==> src/rtl/hl_ctrl_settings.svh <==
`ifndef HL_CTRL_SETTINGS_SVH
`define HL_CTRL_SETTINGS_SVH

// Quarter-millisecond down-counter reload, one tick every 626 clocks
`define HL_QMSEC_RELOAD 625

// Millisecond ticks a new pin level must persist
`define HL_DEBOUNCE_MS 3

// Transmit-control command and its data bits
`define HL_CMD_TXCTRL 6'h09
`define HL_TXCTRL_VNA_BIT 23
`define HL_TXCTRL_PA_EN_BIT 19
`define HL_TXCTRL_TR_DIS_BIT 18

`define HL_VERSION_MAJOR 8'd72

// ADC codes, code = ((T*0.01 + 0.5) / 3.26) * 4096
`define HL_TEMP_30C 12'h3ED
`define HL_TEMP_35C 12'h42B
`define HL_TEMP_40C 12'h46B
`define HL_TEMP_45C 12'h4AA
`define HL_TEMP_50C 12'h4E8
`define HL_TEMP_55C 12'h527

`define HL_FAN_CNT_BITS 16

`endif

==> src/rtl/hl_ctrl_pkg.sv <==
package hl_ctrl_pkg;

  // Slow ADC reading
  typedef logic [11:0] adc_word_t;

  // Word handed back to the host on each response request
  typedef logic [39:0] resp_word_t;

  typedef logic [5:0]  cmd_addr_t;
  typedef logic [31:0] cmd_data_t;

  // Adjacent states differ in one bit
  typedef enum logic [2:0] {
    FAN_OFF      = 3'b000,
    FAN_LOW      = 3'b001,
    FAN_MED      = 3'b011,
    FAN_FULL     = 3'b010,
    FAN_OVERHEAT = 3'b110
  } fan_state_e;

  typedef enum logic [1:0] {
    SLOT_STATUS   = 2'd0,
    SLOT_TEMP_FWD = 2'd1,
    SLOT_REV_BIAS = 2'd2,
    SLOT_SPARE    = 2'd3
  } resp_slot_e;

endpackage

==> src/rtl/ms_tick_gen.sv <==
`include "hl_ctrl_settings.svh"

module ms_tick_gen (
  input  logic clk,
  input  logic slow_adc_rst,
  output logic qmsec_pulse_o,
  output logic msec_pulse_o
);

  localparam int QMS_W = $clog2(`HL_QMSEC_RELOAD + 1);

  logic [QMS_W-1:0] qms_cnt;
  logic [1:0]       ms_div;
  logic             qms_wrap;

  assign qms_wrap = (qms_cnt == '0);

  always_ff @(posedge clk) begin
    if (slow_adc_rst) begin
      qms_cnt       <= QMS_W'(`HL_QMSEC_RELOAD);
      ms_div        <= 2'd0;
      qmsec_pulse_o <= 1'b0;
      msec_pulse_o  <= 1'b0;
    end else begin
      qmsec_pulse_o <= qms_wrap;
      // Every fourth quarter tick
      msec_pulse_o  <= qms_wrap & (ms_div == 2'd3);
      if (qms_wrap) begin
        qms_cnt <= QMS_W'(`HL_QMSEC_RELOAD);
        ms_div  <= ms_div + 2'd1;
      end else begin
        qms_cnt <= qms_cnt - QMS_W'(1);
      end
    end
  end

endmodule

==> src/rtl/debounce.sv <==
`include "hl_ctrl_settings.svh"

module debounce (
  input  logic clk,
  input  logic slow_adc_rst,
  input  logic msec_pulse_i,
  input  logic raw_n_i,
  output logic level_o
);

  localparam int CNT_W = $clog2(`HL_DEBOUNCE_MS + 1);

  logic [1:0]       sync_q;
  logic [CNT_W-1:0] stable_cnt;

  always_ff @(posedge clk) begin
    if (slow_adc_rst) begin
      sync_q     <= 2'b00;
      stable_cnt <= '0;
      level_o    <= 1'b0;
    end else begin
      // Pin is active low, flip it on the way in
      sync_q <= {sync_q[0], ~raw_n_i};
      if (sync_q[1] == level_o) begin
        stable_cnt <= '0;
      end else if (msec_pulse_i) begin
        // First tick may be partial, so one extra is required
        if (stable_cnt == CNT_W'(`HL_DEBOUNCE_MS)) begin
          level_o    <= sync_q[1];
          stable_cnt <= '0;
        end else begin
          stable_cnt <= stable_cnt + CNT_W'(1);
        end
      end
    end
  end

endmodule

==> src/rtl/tr_switch_ctrl.sv <==
`include "hl_ctrl_settings.svh"

module tr_switch_ctrl (
  input  logic                   clk,
  input  logic                   slow_adc_rst,
  input  logic                   cmd_rqst_i,
  input  hl_ctrl_pkg::cmd_addr_t cmd_addr_i,
  input  hl_ctrl_pkg::cmd_data_t cmd_data_i,
  input  logic                   tx_on_i,
  input  logic                   run_i,
  input  logic                   ext_ptt_i,
  input  logic                   ext_txinhibit_i,
  input  logic                   temp_enabletx_i,
  output logic                   int_tx_on_o,
  output logic                   ptt_resp_o,
  output logic                   pwr_envop_o,
  output logic                   pwr_envpa_o,
  output logic                   pwr_envbias_o,
  output logic                   pa_inttr_o,
  output logic                   pa_exttr_o,
  output logic                   rffe_rfsw_sel_o
);

  logic vna;
  logic pa_enable;
  logic tr_disable;

  always_ff @(posedge clk) begin
    if (slow_adc_rst) begin
      vna        <= 1'b0;
      pa_enable  <= 1'b0;
      tr_disable <= 1'b0;
    end else if (cmd_rqst_i && (cmd_addr_i == `HL_CMD_TXCTRL)) begin
      vna        <= cmd_data_i[`HL_TXCTRL_VNA_BIT];
      pa_enable  <= cmd_data_i[`HL_TXCTRL_PA_EN_BIT];
      tr_disable <= cmd_data_i[`HL_TXCTRL_TR_DIS_BIT];
    end
  end

  // Ring input doubles as external PTT
  assign ptt_resp_o = ext_ptt_i;

  assign int_tx_on_o = (tx_on_i | ext_ptt_i) & ~ext_txinhibit_i & run_i & temp_enabletx_i;

  assign pwr_envop_o     = int_tx_on_o;
  assign pa_exttr_o      = int_tx_on_o;
  assign pwr_envpa_o     = int_tx_on_o & ~vna & pa_enable;
  assign pwr_envbias_o   = int_tx_on_o & ~vna & pa_enable;
  // Internal T/R relay still switches with the PA off unless disabled
  assign pa_inttr_o      = int_tx_on_o & ~vna & (pa_enable | ~tr_disable);
  assign rffe_rfsw_sel_o = ~vna & pa_enable;

endmodule

==> src/rtl/fan_thermal_ctrl.sv <==
`include "hl_ctrl_settings.svh"

module fan_thermal_ctrl (
  input  logic                   clk,
  input  logic                   slow_adc_rst,
  input  logic                   adc_sample_i,
  input  hl_ctrl_pkg::adc_word_t temperature_i,
  output logic                   fan_pwm_o,
  output logic                   temp_enabletx_o
);

  localparam int TOP = `HL_FAN_CNT_BITS - 1;

  hl_ctrl_pkg::fan_state_e fan_state_q;
  hl_ctrl_pkg::fan_state_e fan_state_d;
  hl_ctrl_pkg::fan_state_e state_up;
  hl_ctrl_pkg::fan_state_e state_dn;

  logic [TOP:0] fan_cnt;
  logic [1:0]   up_vote_q;
  logic [1:0]   up_vote_d;
  logic [1:0]   dn_vote_q;
  logic [1:0]   dn_vote_d;
  logic         up_hit;
  logic         dn_hit;

  always_ff @(posedge clk) begin
    if (slow_adc_rst) begin
      fan_cnt     <= '0;
      fan_state_q <= hl_ctrl_pkg::FAN_OFF;
      up_vote_q   <= 2'd0;
      dn_vote_q   <= 2'd0;
    end else begin
      fan_cnt <= fan_cnt + 1'b1;
      if (adc_sample_i) begin
        fan_state_q <= fan_state_d;
        up_vote_q   <= up_vote_d;
        dn_vote_q   <= dn_vote_d;
      end
    end
  end

  // Thresholds and neighbours of the current state
  always_comb begin
    up_hit   = 1'b0;
    dn_hit   = 1'b0;
    state_up = fan_state_q;
    state_dn = fan_state_q;
    case (fan_state_q)
      hl_ctrl_pkg::FAN_OFF: begin
        up_hit   = temperature_i > `HL_TEMP_35C;
        state_up = hl_ctrl_pkg::FAN_LOW;
      end
      hl_ctrl_pkg::FAN_LOW: begin
        up_hit   = temperature_i > `HL_TEMP_40C;
        dn_hit   = temperature_i < `HL_TEMP_30C;
        state_up = hl_ctrl_pkg::FAN_MED;
        state_dn = hl_ctrl_pkg::FAN_OFF;
      end
      hl_ctrl_pkg::FAN_MED: begin
        up_hit   = temperature_i > `HL_TEMP_45C;
        dn_hit   = temperature_i < `HL_TEMP_35C;
        state_up = hl_ctrl_pkg::FAN_FULL;
        state_dn = hl_ctrl_pkg::FAN_LOW;
      end
      hl_ctrl_pkg::FAN_FULL: begin
        up_hit   = temperature_i > `HL_TEMP_55C;
        dn_hit   = temperature_i < `HL_TEMP_40C;
        state_up = hl_ctrl_pkg::FAN_OVERHEAT;
        state_dn = hl_ctrl_pkg::FAN_MED;
      end
      hl_ctrl_pkg::FAN_OVERHEAT: begin
        dn_hit   = temperature_i < `HL_TEMP_50C;
        state_dn = hl_ctrl_pkg::FAN_FULL;
      end
      default: begin
        // Unused codes vote their way back to off
        dn_hit   = 1'b1;
        state_dn = hl_ctrl_pkg::FAN_OFF;
      end
    endcase
  end

  // Votes saturate at 3 and leak back towards 0
  always_comb begin
    up_vote_d = up_hit ? ((&up_vote_q) ? up_vote_q : up_vote_q + 2'd1)
                       : ((up_vote_q == 2'd0) ? up_vote_q : up_vote_q - 2'd1);
    dn_vote_d = dn_hit ? ((&dn_vote_q) ? dn_vote_q : dn_vote_q + 2'd1)
                       : ((dn_vote_q == 2'd0) ? dn_vote_q : dn_vote_q - 2'd1);
    fan_state_d = fan_state_q;
    if (up_hit && (&up_vote_q)) begin
      fan_state_d = state_up;
    end else if (dn_hit && (&dn_vote_q)) begin
      fan_state_d = state_dn;
    end
    // Fresh votes in the new state
    if (fan_state_d != fan_state_q) begin
      up_vote_d = 2'd0;
      dn_vote_d = 2'd0;
    end
  end

  always_comb begin
    case (fan_state_q)
      hl_ctrl_pkg::FAN_LOW:      fan_pwm_o = fan_cnt[TOP];
      hl_ctrl_pkg::FAN_MED:      fan_pwm_o = fan_cnt[TOP] | fan_cnt[TOP-1];
      hl_ctrl_pkg::FAN_FULL:     fan_pwm_o = 1'b1;
      hl_ctrl_pkg::FAN_OVERHEAT: fan_pwm_o = 1'b1;
      default:                   fan_pwm_o = 1'b0;
    endcase
  end

  assign temp_enabletx_o = (fan_state_q != hl_ctrl_pkg::FAN_OVERHEAT);

endmodule

==> src/rtl/resp_frame_builder.sv <==
`include "hl_ctrl_settings.svh"

module resp_frame_builder (
  input  logic                    clk,
  input  logic                    slow_adc_rst,
  input  logic                    cmd_rqst_i,
  input  logic                    cmd_requires_resp_i,
  input  hl_ctrl_pkg::cmd_addr_t  cmd_addr_i,
  input  hl_ctrl_pkg::cmd_data_t  cmd_data_i,
  input  logic                    resp_rqst_i,
  input  logic                    ext_cwkey_i,
  input  logic                    ptt_resp_i,
  input  logic                    rxclip_i,
  input  logic [7:0]              dsiq_status_i,
  input  hl_ctrl_pkg::adc_word_t  temperature_i,
  input  hl_ctrl_pkg::adc_word_t  fwd_pwr_i,
  input  hl_ctrl_pkg::adc_word_t  rev_pwr_i,
  input  hl_ctrl_pkg::adc_word_t  bias_current_i,
  output hl_ctrl_pkg::resp_word_t resp_o,
  output logic                    adc_sample_o
);

  // Status slot 0 with key, PTT and clip all clear
  localparam hl_ctrl_pkg::resp_word_t RESP_INIT =
    {8'h00, 7'b0001111, 1'b0, 8'h00, 8'h00, `HL_VERSION_MAJOR};

  hl_ctrl_pkg::resp_slot_e slot_q;
  hl_ctrl_pkg::cmd_addr_t  pend_addr;
  hl_ctrl_pkg::cmd_data_t  pend_data;
  hl_ctrl_pkg::resp_word_t status_word;

  logic        pend_q;
  logic        phase_q;
  logic [1:0]  clip_cnt;
  logic        clip_sat;
  logic        cmd_capture;
  logic        deliver;
  logic [31:0] slot_payload;

  assign cmd_capture = cmd_rqst_i & cmd_requires_resp_i;
  // Command answers only go out on even requests
  assign deliver      = resp_rqst_i & pend_q & ~phase_q;
  assign clip_sat     = &clip_cnt;
  assign adc_sample_o = resp_rqst_i & phase_q;

  always_comb begin
    case (slot_q)
      hl_ctrl_pkg::SLOT_STATUS:
        slot_payload = {7'b0001111, clip_sat, 8'h00, dsiq_status_i, `HL_VERSION_MAJOR};
      hl_ctrl_pkg::SLOT_TEMP_FWD:
        slot_payload = {4'h0, temperature_i, 4'h0, fwd_pwr_i};
      hl_ctrl_pkg::SLOT_REV_BIAS:
        slot_payload = {4'h0, rev_pwr_i, 4'h0, bias_current_i};
      default:
        slot_payload = 32'h0;
    endcase
  end

  assign status_word = {3'b000, slot_q, ext_cwkey_i, 1'b0, ptt_resp_i, slot_payload};

  // Single-entry queue, a newer command replaces the old one
  always_ff @(posedge clk) begin
    if (cmd_capture) begin
      pend_addr <= cmd_addr_i;
      pend_data <= cmd_data_i;
    end
  end

  always_ff @(posedge clk) begin
    if (slow_adc_rst) begin
      resp_o   <= RESP_INIT;
      pend_q   <= 1'b0;
      phase_q  <= 1'b0;
      slot_q   <= hl_ctrl_pkg::SLOT_STATUS;
      clip_cnt <= 2'b00;
    end else begin
      if (cmd_capture) begin
        pend_q <= 1'b1;
      end else if (deliver) begin
        pend_q <= 1'b0;
      end

      if (resp_rqst_i) begin
        phase_q  <= ~phase_q;
        clip_cnt <= 2'b00;
        // Pointer moves on even when a command answer takes the slot
        slot_q   <= hl_ctrl_pkg::resp_slot_e'(slot_q + 2'd1);
        if (deliver) begin
          resp_o <= {1'b1, pend_addr, ptt_resp_i, pend_data};
        end else begin
          resp_o <= status_word;
        end
      end else if (!clip_sat) begin
        clip_cnt <= clip_cnt + {1'b0, rxclip_i};
      end
    end
  end

endmodule

==> src/rtl/hl_ctrl_top.sv <==
module hl_ctrl_top (
  input  logic                    clk,
  input  logic                    slow_adc_rst,
  input  logic                    cmd_rqst_i,
  input  hl_ctrl_pkg::cmd_addr_t  cmd_addr_i,
  input  hl_ctrl_pkg::cmd_data_t  cmd_data_i,
  input  logic                    cmd_requires_resp_i,
  input  logic                    resp_rqst_i,
  input  logic                    tx_on_i,
  input  logic                    run_i,
  input  logic                    io_tx_inhibit_i,
  input  logic                    io_phone_ring_i,
  input  logic                    io_phone_tip_i,
  input  logic                    rxclip_i,
  input  logic [7:0]              dsiq_status_i,
  input  hl_ctrl_pkg::adc_word_t  temperature_i,
  input  hl_ctrl_pkg::adc_word_t  fwd_pwr_i,
  input  hl_ctrl_pkg::adc_word_t  rev_pwr_i,
  input  hl_ctrl_pkg::adc_word_t  bias_current_i,
  output logic                    qmsec_pulse_o,
  output logic                    msec_pulse_o,
  output logic                    int_tx_on_o,
  output logic                    ptt_resp_o,
  output logic                    pwr_envop_o,
  output logic                    pwr_envpa_o,
  output logic                    pwr_envbias_o,
  output logic                    pa_inttr_o,
  output logic                    pa_exttr_o,
  output logic                    rffe_rfsw_sel_o,
  output logic                    fan_pwm_o,
  output logic                    temp_enabletx_o,
  output hl_ctrl_pkg::resp_word_t resp_o,
  output logic                    adc_sample_o
);

  logic ext_txinhibit;
  logic clean_ring;
  logic ext_cwkey;

  ms_tick_gen u_ticks (
    .clk           (clk),
    .slow_adc_rst  (slow_adc_rst),
    .qmsec_pulse_o (qmsec_pulse_o),
    .msec_pulse_o  (msec_pulse_o)
  );

  debounce de_tx_inhibit (
    .clk          (clk),
    .slow_adc_rst (slow_adc_rst),
    .msec_pulse_i (msec_pulse_o),
    .raw_n_i      (io_tx_inhibit_i),
    .level_o      (ext_txinhibit)
  );

  debounce de_phone_ring (
    .clk          (clk),
    .slow_adc_rst (slow_adc_rst),
    .msec_pulse_i (msec_pulse_o),
    .raw_n_i      (io_phone_ring_i),
    .level_o      (clean_ring)
  );

  // Tip is the CW key, reported in the response word only
  debounce de_phone_tip (
    .clk          (clk),
    .slow_adc_rst (slow_adc_rst),
    .msec_pulse_i (msec_pulse_o),
    .raw_n_i      (io_phone_tip_i),
    .level_o      (ext_cwkey)
  );

  tr_switch_ctrl u_tr_switch (
    .clk             (clk),
    .slow_adc_rst    (slow_adc_rst),
    .cmd_rqst_i      (cmd_rqst_i),
    .cmd_addr_i      (cmd_addr_i),
    .cmd_data_i      (cmd_data_i),
    .tx_on_i         (tx_on_i),
    .run_i           (run_i),
    .ext_ptt_i       (clean_ring),
    .ext_txinhibit_i (ext_txinhibit),
    .temp_enabletx_i (temp_enabletx_o),
    .int_tx_on_o     (int_tx_on_o),
    .ptt_resp_o      (ptt_resp_o),
    .pwr_envop_o     (pwr_envop_o),
    .pwr_envpa_o     (pwr_envpa_o),
    .pwr_envbias_o   (pwr_envbias_o),
    .pa_inttr_o      (pa_inttr_o),
    .pa_exttr_o      (pa_exttr_o),
    .rffe_rfsw_sel_o (rffe_rfsw_sel_o)
  );

  fan_thermal_ctrl u_fan (
    .clk             (clk),
    .slow_adc_rst    (slow_adc_rst),
    .adc_sample_i    (adc_sample_o),
    .temperature_i   (temperature_i),
    .fan_pwm_o       (fan_pwm_o),
    .temp_enabletx_o (temp_enabletx_o)
  );

  resp_frame_builder u_resp (
    .clk                 (clk),
    .slow_adc_rst        (slow_adc_rst),
    .cmd_rqst_i          (cmd_rqst_i),
    .cmd_requires_resp_i (cmd_requires_resp_i),
    .cmd_addr_i          (cmd_addr_i),
    .cmd_data_i          (cmd_data_i),
    .resp_rqst_i         (resp_rqst_i),
    .ext_cwkey_i         (ext_cwkey),
    .ptt_resp_i          (ptt_resp_o),
    .rxclip_i            (rxclip_i),
    .dsiq_status_i       (dsiq_status_i),
    .temperature_i       (temperature_i),
    .fwd_pwr_i           (fwd_pwr_i),
    .rev_pwr_i           (rev_pwr_i),
    .bias_current_i      (bias_current_i),
    .resp_o              (resp_o),
    .adc_sample_o        (adc_sample_o)
  );

endmodule

==> config.mk <==
export PLATFORM = sky130hd
export DESIGN_NAME = hl_ctrl_top
export DESIGN_NICKNAME = d
export VERILOG_FILES = /design/src/rtl/hl_ctrl_pkg.sv /design/src/rtl/ms_tick_gen.sv /design/src/rtl/debounce.sv /design/src/rtl/tr_switch_ctrl.sv /design/src/rtl/fan_thermal_ctrl.sv /design/src/rtl/resp_frame_builder.sv /design/src/rtl/hl_ctrl_top.sv
export VERILOG_INCLUDE_DIRS = /design/src /design/src/rtl
export SDC_FILE = /design/constraint.sdc
export NUM_CORES = 1
export LEC_CHECK = 0
export ABC_AREA = 1
export BUFFER_PORTS_ARGS = -buffer_cell sky130_fd_sc_hd__buf_2
export CAP_MARGIN = 20
export CORE_ASPECT_RATIO = 0.5
export CORE_MARGIN = 2
export CORE_UTILIZATION = 50
export CTS_CLUSTER_SIZE = 40
export DETAILED_ROUTE_END_ITERATION = 6
export GPL_ROUTABILITY_DRIVEN = 0
export GPL_TIMING_DRIVEN = 0
export MAX_ROUTING_LAYER = met4
export PLACE_DENSITY_LB_ADDON = 0.2
export SLEW_MARGIN = 0
export SYNTH_ARGS = -nofsm -noshare
export SYNTH_HDL_FRONTEND = slang
export SYNTH_SLANG_ARGS = --single-unit
==> constraint.sdc <==
create_clock -name clk -period 1.9 [get_ports clk]
set_input_delay 0 -clock clk [delete_from_list [all_inputs] [get_ports clk]]
set_output_delay 0 -clock clk [all_outputs]
set_load 0.01 [all_outputs]
==> Word level (Yosys, flattened, before mapping) <==
Index checks and enable logic that the tools add are counted.
{ "totals": {"inputBits": 105, "reg_bits": 139, "wordCells": 137, "out_inout_bits": 53} }
{ "op_classes": {"mux": 22, "n_bitwise": 25, "order_cmp": 8, "reduce_logical": 23, "eq_ne": 20, "addsub": 12} }
{ "ops": {"columns": ["op", "n"], "rows": [
  ["$pmux 29 s3", 1],
  ["$gt 12x11->1 const B", 4],
  ["$mux 40", 1],
  ["$lt 12x11->1 const B", 3],
  ["$pmux 3 s4", 2],
  ["$mux 2", 11],
  ["$add 16x1->16 const B", 1],
  ["$reduce_and 3->1", 5],
  ["$add 2x1->2 const B", 7],
  ["$and 1x1->1", 12],
  ["$lt 12x10->1 const B", 1],
  ["$reduce_or 2->1", 6],
  ["$eq 2x2->1 const B", 5],
  ["$logic_not 10->1", 1],
  ["$not 1->1", 10],
  ["$sub 10x1->10 const B", 1],
  ["$ne 3x3->1 const B", 3],
  ["$eq 3x2->1 const B", 2],
  ["$eq 6x4->1 const B", 1],
  ["$logic_not 2->1", 3],
  ["$mux 3", 2],
  ["$ne 3x2->1 const B", 2],
  ["$reduce_and 2->1", 3],
  ["$pmux 1 s5", 1],
  ["14 further kinds", 22]
]} }

==> Logic depth before layout (Yosys ltp) <==
Gate-level depths: netlist of run 1.
{ "logic_depth": {"word_depth": 8, "ltp_mapped": 17, "ltp_nobuf": 17} }

==> By module <==
From an unflattened synthesis of run 1, not the netlist that was laid out.
{ "unflattened": {"hier_cells": 909, "area_unflattened_um2": 6784.0} }
{ "by_module_without_submodules": {"columns": ["mod", "area_per_inst_um2", "seq_area_each_um2", "instances", "cells_each"], "rows": [
  ["resp_frame_builder", 3493.4, 2062.0, 1, 402],
  ["fan_thermal_ctrl", 1760.4, 460.4, 1, 288],
  ["debounce", 219.0, 100.1, 3, 33],
  ["ms_tick_gen", 611.8, 280.3, 1, 74],
  ["tr_switch_ctrl", 261.5, 60.1, 1, 46]
]} }

==> Least setup slack after synthesis of run 1 <==
No wires, ideal clock.
{ "synth_path": {"kind": "register -> output", "start": "register u_fan.fan_state_q[0]", "end": "output pwr_envpa_o", "slack_ns": 0.098, "arrival_ns": 1.802, "path_buffers": 2, "path_stages_with_launch": 9, "t_required_ns": 1.900, "path_cell_list": "dfxtp_1 -> buf_6 -> nor2_4 -> nand2_1 -> clkinv_1 -> nor4_1 -> nand2_1 -> nor2_1 -> buf_4"} }
{ "synth_via": {"elab_chain_len": 4} }
{ "synth_lines": {"columns": ["item", "line", "text"], "rows": [
  ["from (decl)", "fan_thermal_ctrl.sv:14", "hl_ctrl_pkg::fan_state_e fan_state_q;"],
  ["from (signal assigned)", "fan_thermal_ctrl.sv:30", "fan_state_q <= hl_ctrl_pkg::FAN_OFF;"],
  ["from (signal assigned)", "fan_thermal_ctrl.sv:36", "fan_state_q <= fan_state_d;"],
  ["$ne 3x3->1", "fan_thermal_ctrl.sv:113", "assign temp_enabletx_o = (fan_state_q != hl_ctrl_pkg::FAN_OVERHEAT);"],
  ["via temp_enabletx_o", "hl_ctrl_top.sv:31", "output logic temp_enabletx_o,"],
  ["$and 1x1->1", "tr_switch_ctrl.sv:43", "assign int_tx_on_o = (tx_on_i | ext_ptt_i) & ~ext_txinhibit_i & run_i & temp_enabletx_i;"],
  ["via int_tx_on_o", "hl_ctrl_top.sv:22", "output logic int_tx_on_o,"],
  ["$and 1x1->1 (2 in a row)", null, null],
  ["to (decl)", "hl_ctrl_top.sv:25", "output logic pwr_envpa_o,"]
]} }
The timed path passes the listed nets, and every way through them passes these cells.

==> Worst setup path after layout of run 1 <==
{ "layout_path": {"start": "register u_fan.fan_cnt[0]", "end": "register u_fan.fan_cnt[14]"} }
{ "layout_via": {"elab_chain_len": 1} }
{ "layout_lines": {"columns": ["item", "line", "text"], "rows": [
  ["from (decl)", "fan_thermal_ctrl.sv:19", "logic [TOP:0] fan_cnt;"],
  ["from (signal assigned)", "fan_thermal_ctrl.sv:34", "fan_cnt <= fan_cnt + 1'b1;"],
  ["$add 16x1->16", "fan_thermal_ctrl.sv:34", null]
]} }
No other way between the ends.
A chain may end at the register's enable or synchronous reset.

==> flow_summary_export.csv, run 1 <==
group,metric,value,unit
synth,synth_ff_type,"dfxtp_1",
pwr,power,8.19,mW
floorplanning,pin_count,158,
clock_network,clkTransAtPathRegs,0.06,ns
floorplanning,core-area,12100,µm²
clock_network,cts-root-buf,"clkbuf_16",
worst_setup_path,arrival,2.27,ns
clock_network,clock_latency,0.42,ns
route,final_antenna_net_count,0,
cells_and_area,design_area,9040,µm²
sta,worst_slack,-0.0534,ns
floorplanning,die_x,163,µm
worst_setup_path,cp-end-kind,"flip-flop",
sta,period_needed,1.95,ns
synth,synth_edf_count,38,
grt,grt_pass1_wl,30100,µm
cells_and_area,drive_above_1_share,28.3,%
grt,grt_max_degree,40,
route,drc,0,
grt,gr-total-overflow,0,
synth,syn_inst,775,
synth,async_flop_share,0,%
sta,rsz0062_at_grt,"true",
sta,worst_pin_slew,0.877,ns
floorplanning,die_h,83.5,µm
synth,avgSynthCellArea,8.16,µm²
route,routed_via_density,5.27,
clock_network,cts_tree,"done",
synth,ys_seq_area_share,50.0,%
clock_network,ctsLongestPathBuffers,2,
worst_hold_path,hp-class,"primary input to flip-flop",
sta,report.final.slew_viol_count,0,
cells_and_area,fill_cells,869,
worst_setup_path,worstSetupPathType,"flip-flop to flip-flop",
grt,antenna_found_initial,0,
synth,ys_seq_elements,139,
worst_hold_path,min_path_cells,4,
placement,port_buffers,155,
floorplanning,start_util,52.3,%
outcome,violations,"setup timing",
worst_setup_path,cp.required,2.21,ns
placement,dp_cells,1095,
floorplanning,dieArea,13600,µm²
pwr,vdd_drop_max,0.655,mV
sta,fin_crit_sh,103,%
placement,place_area,7300,µm²
sta,finalSetupViolations,2,
route,drt_iter0_drc,403,
clock_network,cts_max_level,4,
synth,synth_cell_type_count,44,
sta,relSlewSlack,41.4,%
cells_and_area,nets,1151,
grt,track_usage,29.0,%
clock_network,numCtsBuffers,17,
worst_setup_path,path_max_fanout,3,
synth,yosys_warnings,0,
pwr,p_leak,3.98,nW
cells_and_area,num_antenna_cells,0,
route,dr.pass1.iters,6,
grt,grt_pass1_vias,6257,
clock_network,clock_sinks,139,
sta,hold_viol,0,
flow_run,cap_violations,0,
placement,dp_hpwl,12600,µm
cells_and_area,fin_cells,1212,
floorplanning,rows,28,
synth,netlist_area,6320,µm²
synth,synth.net_count,892,
cells_and_area,area_growth,43.1,%
worst_setup_path,r2r.worst_path.cells,11,
route,detail_route.wl_per_cell,15.9,µm
sta,clock_skew,0.00553,ns
pwr,power_density,905,nW/µm²
outcome,status,"complete, but fails checks",
route,dr_total_vias,6382,
worst_setup_path,worst_setup_path_start_kind,"flip-flop",
route,drt_wl_total,19300,µm
sta,fmax,512,MHz
-- path summary, 6_finish.rpt --
check	startpoint	end	slack (ns)
setup / recovery	u_fan.fan_cnt[0]$_SDFF_PP0_	u_fan.fan_cnt[14]$_SDFF_PP0_	-0.05
hold / removal	bias_current_i[0]	u_resp.resp_o[0]$_SDFFE_PP0P_	0.002
setup reg to reg	u_fan.fan_cnt[0]$_SDFF_PP0_	u_fan.fan_cnt[14]$_SDFF_PP0_	-0.05
hold reg to reg	de_phone_ring.sync_q[0]$_SDFF_PP0_	de_phone_ring.sync_q[1]$_SDFF_PP0_	0.41
-- synth_stat cells, types with 11 or more instances --
library cell / n / area [µm²]
nand2_1: 149 / 559
dfxtp_1: 101 / 2020
a21oi_1: 89 / 445
nor2_1: 80 / 300
inv_1: 73 / 274
o21ai_0: 59 / 295
edfxtp_1: 38 / 1140
nand3_1: 34 / 170
clkbuf_1: 22 / 82.6
nor3_1: 14 / 70.1
ha_1: 12 / 150
a22o_1: 11 / 96.3
-- repair_timing --
item | 4_1_cts | 5_1_grt
setup endpoints to repair | 44 | 42
gates resized for setup | 31 | 44
hold buffers | 70 | 0
endpoints found under the hold margin | 62 | 0
gates cloned | 0 | 0
buffers inserted | 9 | 8
pin swaps | 13 | 30
-- layout by cell type, fill, tap and decap left out, types with 3 or more instances in the layout --
cell type / count
a211oi_1: 3
a21oi_1: 89
a221oi_1: 5
a22o_1: 11
a32o_1: 6
buf_1: 3
buf_2: 156
buf_4: 19
bufinv_16: 7
clkbuf_1: 15
clkbuf_16: 17
clkbuf_2: 7
clkinv_1: 3
clkinv_4: 4
dfxtp_1: 95
dfxtp_2: 4
dlygate4sd3_1: 70
edfxtp_1: 38
ha_1: 11
inv_1: 69
inv_2: 10
inv_6: 4
nand2_1: 139
nand2_2: 13
nand2_4: 7
nand3_1: 29
nand3_2: 7
nand4_1: 6
nor2_1: 69
nor2_2: 12
nor2_4: 10
nor3_1: 12
nor3_2: 3
o21ai_0: 58
o21ai_1: 3
xnor2_1: 3
xor2_1: 5
-- logic make-up (layout without fill, tap and decap cells) --
logic type / count (synthesis) / after routing / synth area share (%)
adders and majority gates: 12 / 12 / 2.37
xor gates and xnor gates: 8 / 8 / 1.11
buffers and inverters: 117 / 389 / 7.38
AOI/OAI and AO/OA: 183 / 183 / 16.5
DFF: 139 / 139 / 50.0
and+or+nand+nor: 316 / 316 / 22.6
-- metal layers --
metal	share of wire (%)	wire length [µm]	track usage, %
met5	0	0	-
met4	2.4	464	10.3
met3	6.6	1270	6.06
met2	49	9480	49.4
met1	42	8080	34.3
-- state kept, by name, summed over array words and instances, names as in the netlist, 3 cells and up --
name	flops
u_resp.pend_addr	6
u_resp.pend_data	32
u_resp.resp_o	40
u_fan.fan_cnt	16
u_ticks.qms_cnt	10
u_fan.fan_state_q	3
-- cell type report --
cell class              count  area, µm²  share of cell area, %
plain buffers              29        139                   1.54
clock buffers              19        433                   4.79
clock inverters            13        263                   2.90
inverters                  86        344                   3.80
multi-input cells         519       2860                   31.6
flip-flops and latches    139       3180                   35.1
well taps                 165        206                   2.28
repair buffers            242       1620                   17.9
-- stage by stage --
| stage | util (%) | hold WS (ns) | setup TNS, ns | setup slack (ns) |
|---|---|---|---|---|
| floorplan | - | 0.0667 | 0 | 0.0981 |
| global placement | 60.4 | 0.158 | -2.92 | -0.154 |
| detailed placement | 60.4 | 0.157 | -4.22 | -0.165 |
| CTS | 73.3 | 0.000207 | -0.0509 | -0.0415 |
| global route | 74.8 | 0.0113 | -2.03 | -0.194 |
| finish | 74.8 | 0.00168 | -0.0625 | -0.0534 |
-- power by group --
part	leakage, nW	internal (mW)	switching (mW)	total (mW)
Clock	0.337	2.62	1.31	3.93
Combinational	2.46	0.418	0.569	0.987
Sequential	1.18	3.20	0.0739	3.27
-- critical path, cell delays in order (launching register included) --
cell	delay [ns]
dfxtp_2	0.34
ha_2	0.18
nand2_2	0.06
nor2_2	0.09
inv_1	0.08
nor2_2	0.16
nand4_1	0.17
nor2_2	0.17
nand4_1	0.16
nor3_2	0.24
a21oi_1	0.09
o21a_1	0.12
Note: power is estimated with default switching activity, not from simulation.
==> run 2, diff against run 1 <==
--- a/config.mk
+++ b/config.mk
@@ -10,14 +10,15 @@
 export BUFFER_PORTS_ARGS = -buffer_cell sky130_fd_sc_hd__buf_2
 export CAP_MARGIN = 20
 export CORE_ASPECT_RATIO = 0.5
-export CORE_MARGIN = 2
+export CORE_MARGIN = 1.5
 export CORE_UTILIZATION = 50
 export CTS_CLUSTER_SIZE = 40
 export DETAILED_ROUTE_END_ITERATION = 6
 export GPL_ROUTABILITY_DRIVEN = 0
 export GPL_TIMING_DRIVEN = 0
+export HOLD_SLACK_MARGIN = 0.1
 export MAX_ROUTING_LAYER = met4
-export PLACE_DENSITY_LB_ADDON = 0.2
+export PLACE_DENSITY = 0.76
 export SLEW_MARGIN = 0
 export SYNTH_ARGS = -nofsm -noshare
 export SYNTH_HDL_FRONTEND = slang
==> run 2 against run 1 <==
- wire length is 13% higher
- hold slack improved by 0.13 ns
- largest power group unchanged
- sequential power about the same
- clock power fell by 13%
- largest cell class unchanged
- sequential share of layout area decreased by 0.73 points
- maximum frequency down 4.0%
- global-route usage rose by 3.1 points
- the run still ends with setup timing left
- clock skew hardly changed
- sequential cell count unchanged
- critical path type is now primary input to flip-flop
==> flow_summary_export.csv, run 2 (synthesis results as in run 1) <==
group,metric,value,unit
worst_setup_path,crit_top_cell,"nand3_2",
cells_and_area,regMostFlops,"u_resp.resp_o",
clock_network,numCtsBuffers,17,
floorplanning,start_util,52.5,%
sta,worst_pin_slew,0.908,ns
sta,report.final.slew_viol_count,0,
placement,port_buffers,155,
worst_hold_path,hp-class,"primary input to flip-flop",
worst_setup_path,path_delay_family,"simple AND/OR/NAND/NOR gates",
sta,fmax,491,MHz
clock_network,ctsLongestPathBuffers,2,
worst_setup_path,path_cells,"dlygate4sd3_1 -> buf_2 -> inv_1 -> nor2_1 -> nand2_1 -> nor2_1 -> nor2_1 -> nand2_1 -> nand2_2 -> inv_1 -> nand2_2 -> nand2_2 -> nand3_2 -> nand3_2 -> nand3_2 -> nor2_2 -> nand3_2 -> a21oi_2",
worst_setup_path,worst_setup_path_start_kind,"primary input",
worst_setup_path,path_max_fanout,3,
placement,dp_hpwl,12400,µm
cells_and_area,final_common_cell,"buf_2",
cells_and_area,final_util,76.7,%
grt,antenna_found_initial,1,
cells_and_area,area_growth,46.2,%
sta,hold_viol,0,
pwr,p_leak,4.08,nW
cells_and_area,fill_cells,823,
clock_network,cts_max_level,4,
placement,dp_cells,1095,
worst_setup_path,arrival,2.38,ns
sta,finalSetupViolations,6,
floorplanning,die_h,82.5,µm
floorplanning,core-area,12100,µm²
cells_and_area,nets,1172,
worst_setup_path,cpMaxStageDelayCell,"dlygate4sd3_1",
route,drc,0,
cells_and_area,largest_register_ffs,40,
grt,grt_max_degree,40,
cells_and_area,design_area,9240,µm²
sta,worst_slack,-0.135,ns
sta,relSlewSlack,39.4,%
route,drt_wl_total,21700,µm
clock_network,clock_latency,0.41,ns
worst_setup_path,crit_buf_inv,4,
cells_and_area,layout_common_cells,"buf_2 (154), nand2_1 (135), dfxtp_1 (96)",
route,dr.pass1.iters,5,
cells_and_area,fin_cells,1235,
clock_network,clkTransAtPathRegs,0.06,ns
route,routed_via_density,5.53,
clock_network,cts_tree,"done",
clock_network,clock_sinks,139,
outcome,violations,"setup timing",
route,drt_iter0_drc,691,
grt,grt_pass1_vias,6500,
route,final_antenna_net_count,0,
route,dr_total_vias,6830,
grt,gr-total-overflow,0,
sta,rsz0062_at_grt,"true",
floorplanning,pin_count,158,
clock_network,cts-root-buf,"clkbuf_16",
worst_setup_path,worstSetupPathType,"primary input to flip-flop",
outcome,status,"complete, but fails checks",
worst_setup_path,cp.required,2.24,ns
flow_run,cap_violations,0,
grt,grt_pass1_wl,31800,µm
placement,place_area,7300,µm²
grt,track_usage,32.1,%
floorplanning,dieArea,13400,µm²
cells_and_area,top_regs,"u_resp.resp_o (40), u_resp.pend_data (32), u_fan.fan_cnt (16)",
floorplanning,die_x,162,µm
cells_and_area,drive_above_1_share,28.6,%
sta,whs,0.133,ns
floorplanning,rows,28,
sta,fin_crit_sh,107,%
sta,clock_skew,0.00599,ns
pwr,power_density,840,nW/µm²
pwr,vdd_drop_max,0.613,mV
worst_setup_path,slowest_delay,0.55,ns
route,detail_route.wl_per_cell,17.6,µm
sta,period_needed,2.04,ns
worst_setup_path,cp-end-kind,"flip-flop",
run 2: changes by cell type in the layout (fill, tap and decap cells not counted), moves of 3 or more:
cell           before  now
dlygate4sd3_1      70   93
bufinv_16           7    3
nand3_2             7   10
clkinvlp_4          1    4
nand2_1           139  135
nand2_2            13   17
nand3_1            29   26
run 2: what timing repair did:
item                                   in CTS  in global routing
setup buffers                               2                 14
gates resized for setup                    18                 76
endpoints found under the hold margin      75                  0
pin swaps                                   3                 36
setup endpoints to repair                  43                 46
hold buffers                               95                  0
run 2: through the flow:
step           setup slack [ns]  total power, mW  setup TNS (ns)
2_1_floorplan            0.0981             3.78               0
3_3_place_gp             -0.129             4.10           -1.71
3_5_place_dp             -0.241             4.12           -3.52
4_1_cts                 -0.0359             7.62         -0.0742
5_1_grt                  -0.332             8.00           -1.79
6_report                 -0.135             7.76          -0.534
run 2: worst reg2reg max path, delay by kind of cell, from the launching register on:
kind	cells	cell delay [ns]
buf+inv	1	0.08
flops	1	0.37
simple gates	9	1.39
run 2: path summary, 6_finish.rpt:
path                                            from                                 end  slack (ns)  cells past startpoint
setup reg to reg         u_fan.fan_cnt[2]$_SDFF_PP0_        u_fan.fan_cnt[15]$_SDFF_PP0_       -0.08                     10
hold / removal                     temperature_i[10]      u_resp.resp_o[26]$_SDFFE_PP1P_        0.13                      5
hold reg to reg   de_phone_ring.sync_q[0]$_SDFF_PP0_  de_phone_ring.sync_q[1]$_SDFF_PP0_        0.41                      2
setup / recovery                    temperature_i[1]     u_fan.dn_vote_q[1]$_SDFFE_PP0P_       -0.14                     18
run 2: final cells by class:
type	instances	area (µm²)	share of cell area, %
Tap cell	165	206	2.23
Sequential cell	139	3180	34.4
Inverter	86	347	3.75
Antenna cell	2	5.00	0.0542
Clock buffer	18	429	4.64
Multi-Input combinational cell	519	2920	31.6
Buffer	29	148	1.60
Timing Repair Buffer	263	1840	19.9
Clock inverter	14	170	1.84
run 2: metal layers:
layer | share of wire, % | wire (µm) | GRT usage [%]
met3 | 7.9 | 1720 | 6.89
met2 | 48 | 10400 | 54.4
met1 | 38 | 8320 | 36.2
met5 | 0 | 0 | -
met4 | 5.8 | 1270 | 19.1
run 2: power breakdown:
group / internal [mW] / switching [mW] / leakage (nW)
clock: 2.07 / 1.34 / 0.284
sequential: 3.20 / 0.0795 / 1.18
combinational: 0.462 / 0.616 / 2.61
total: 5.73 / 2.03 / 4.08
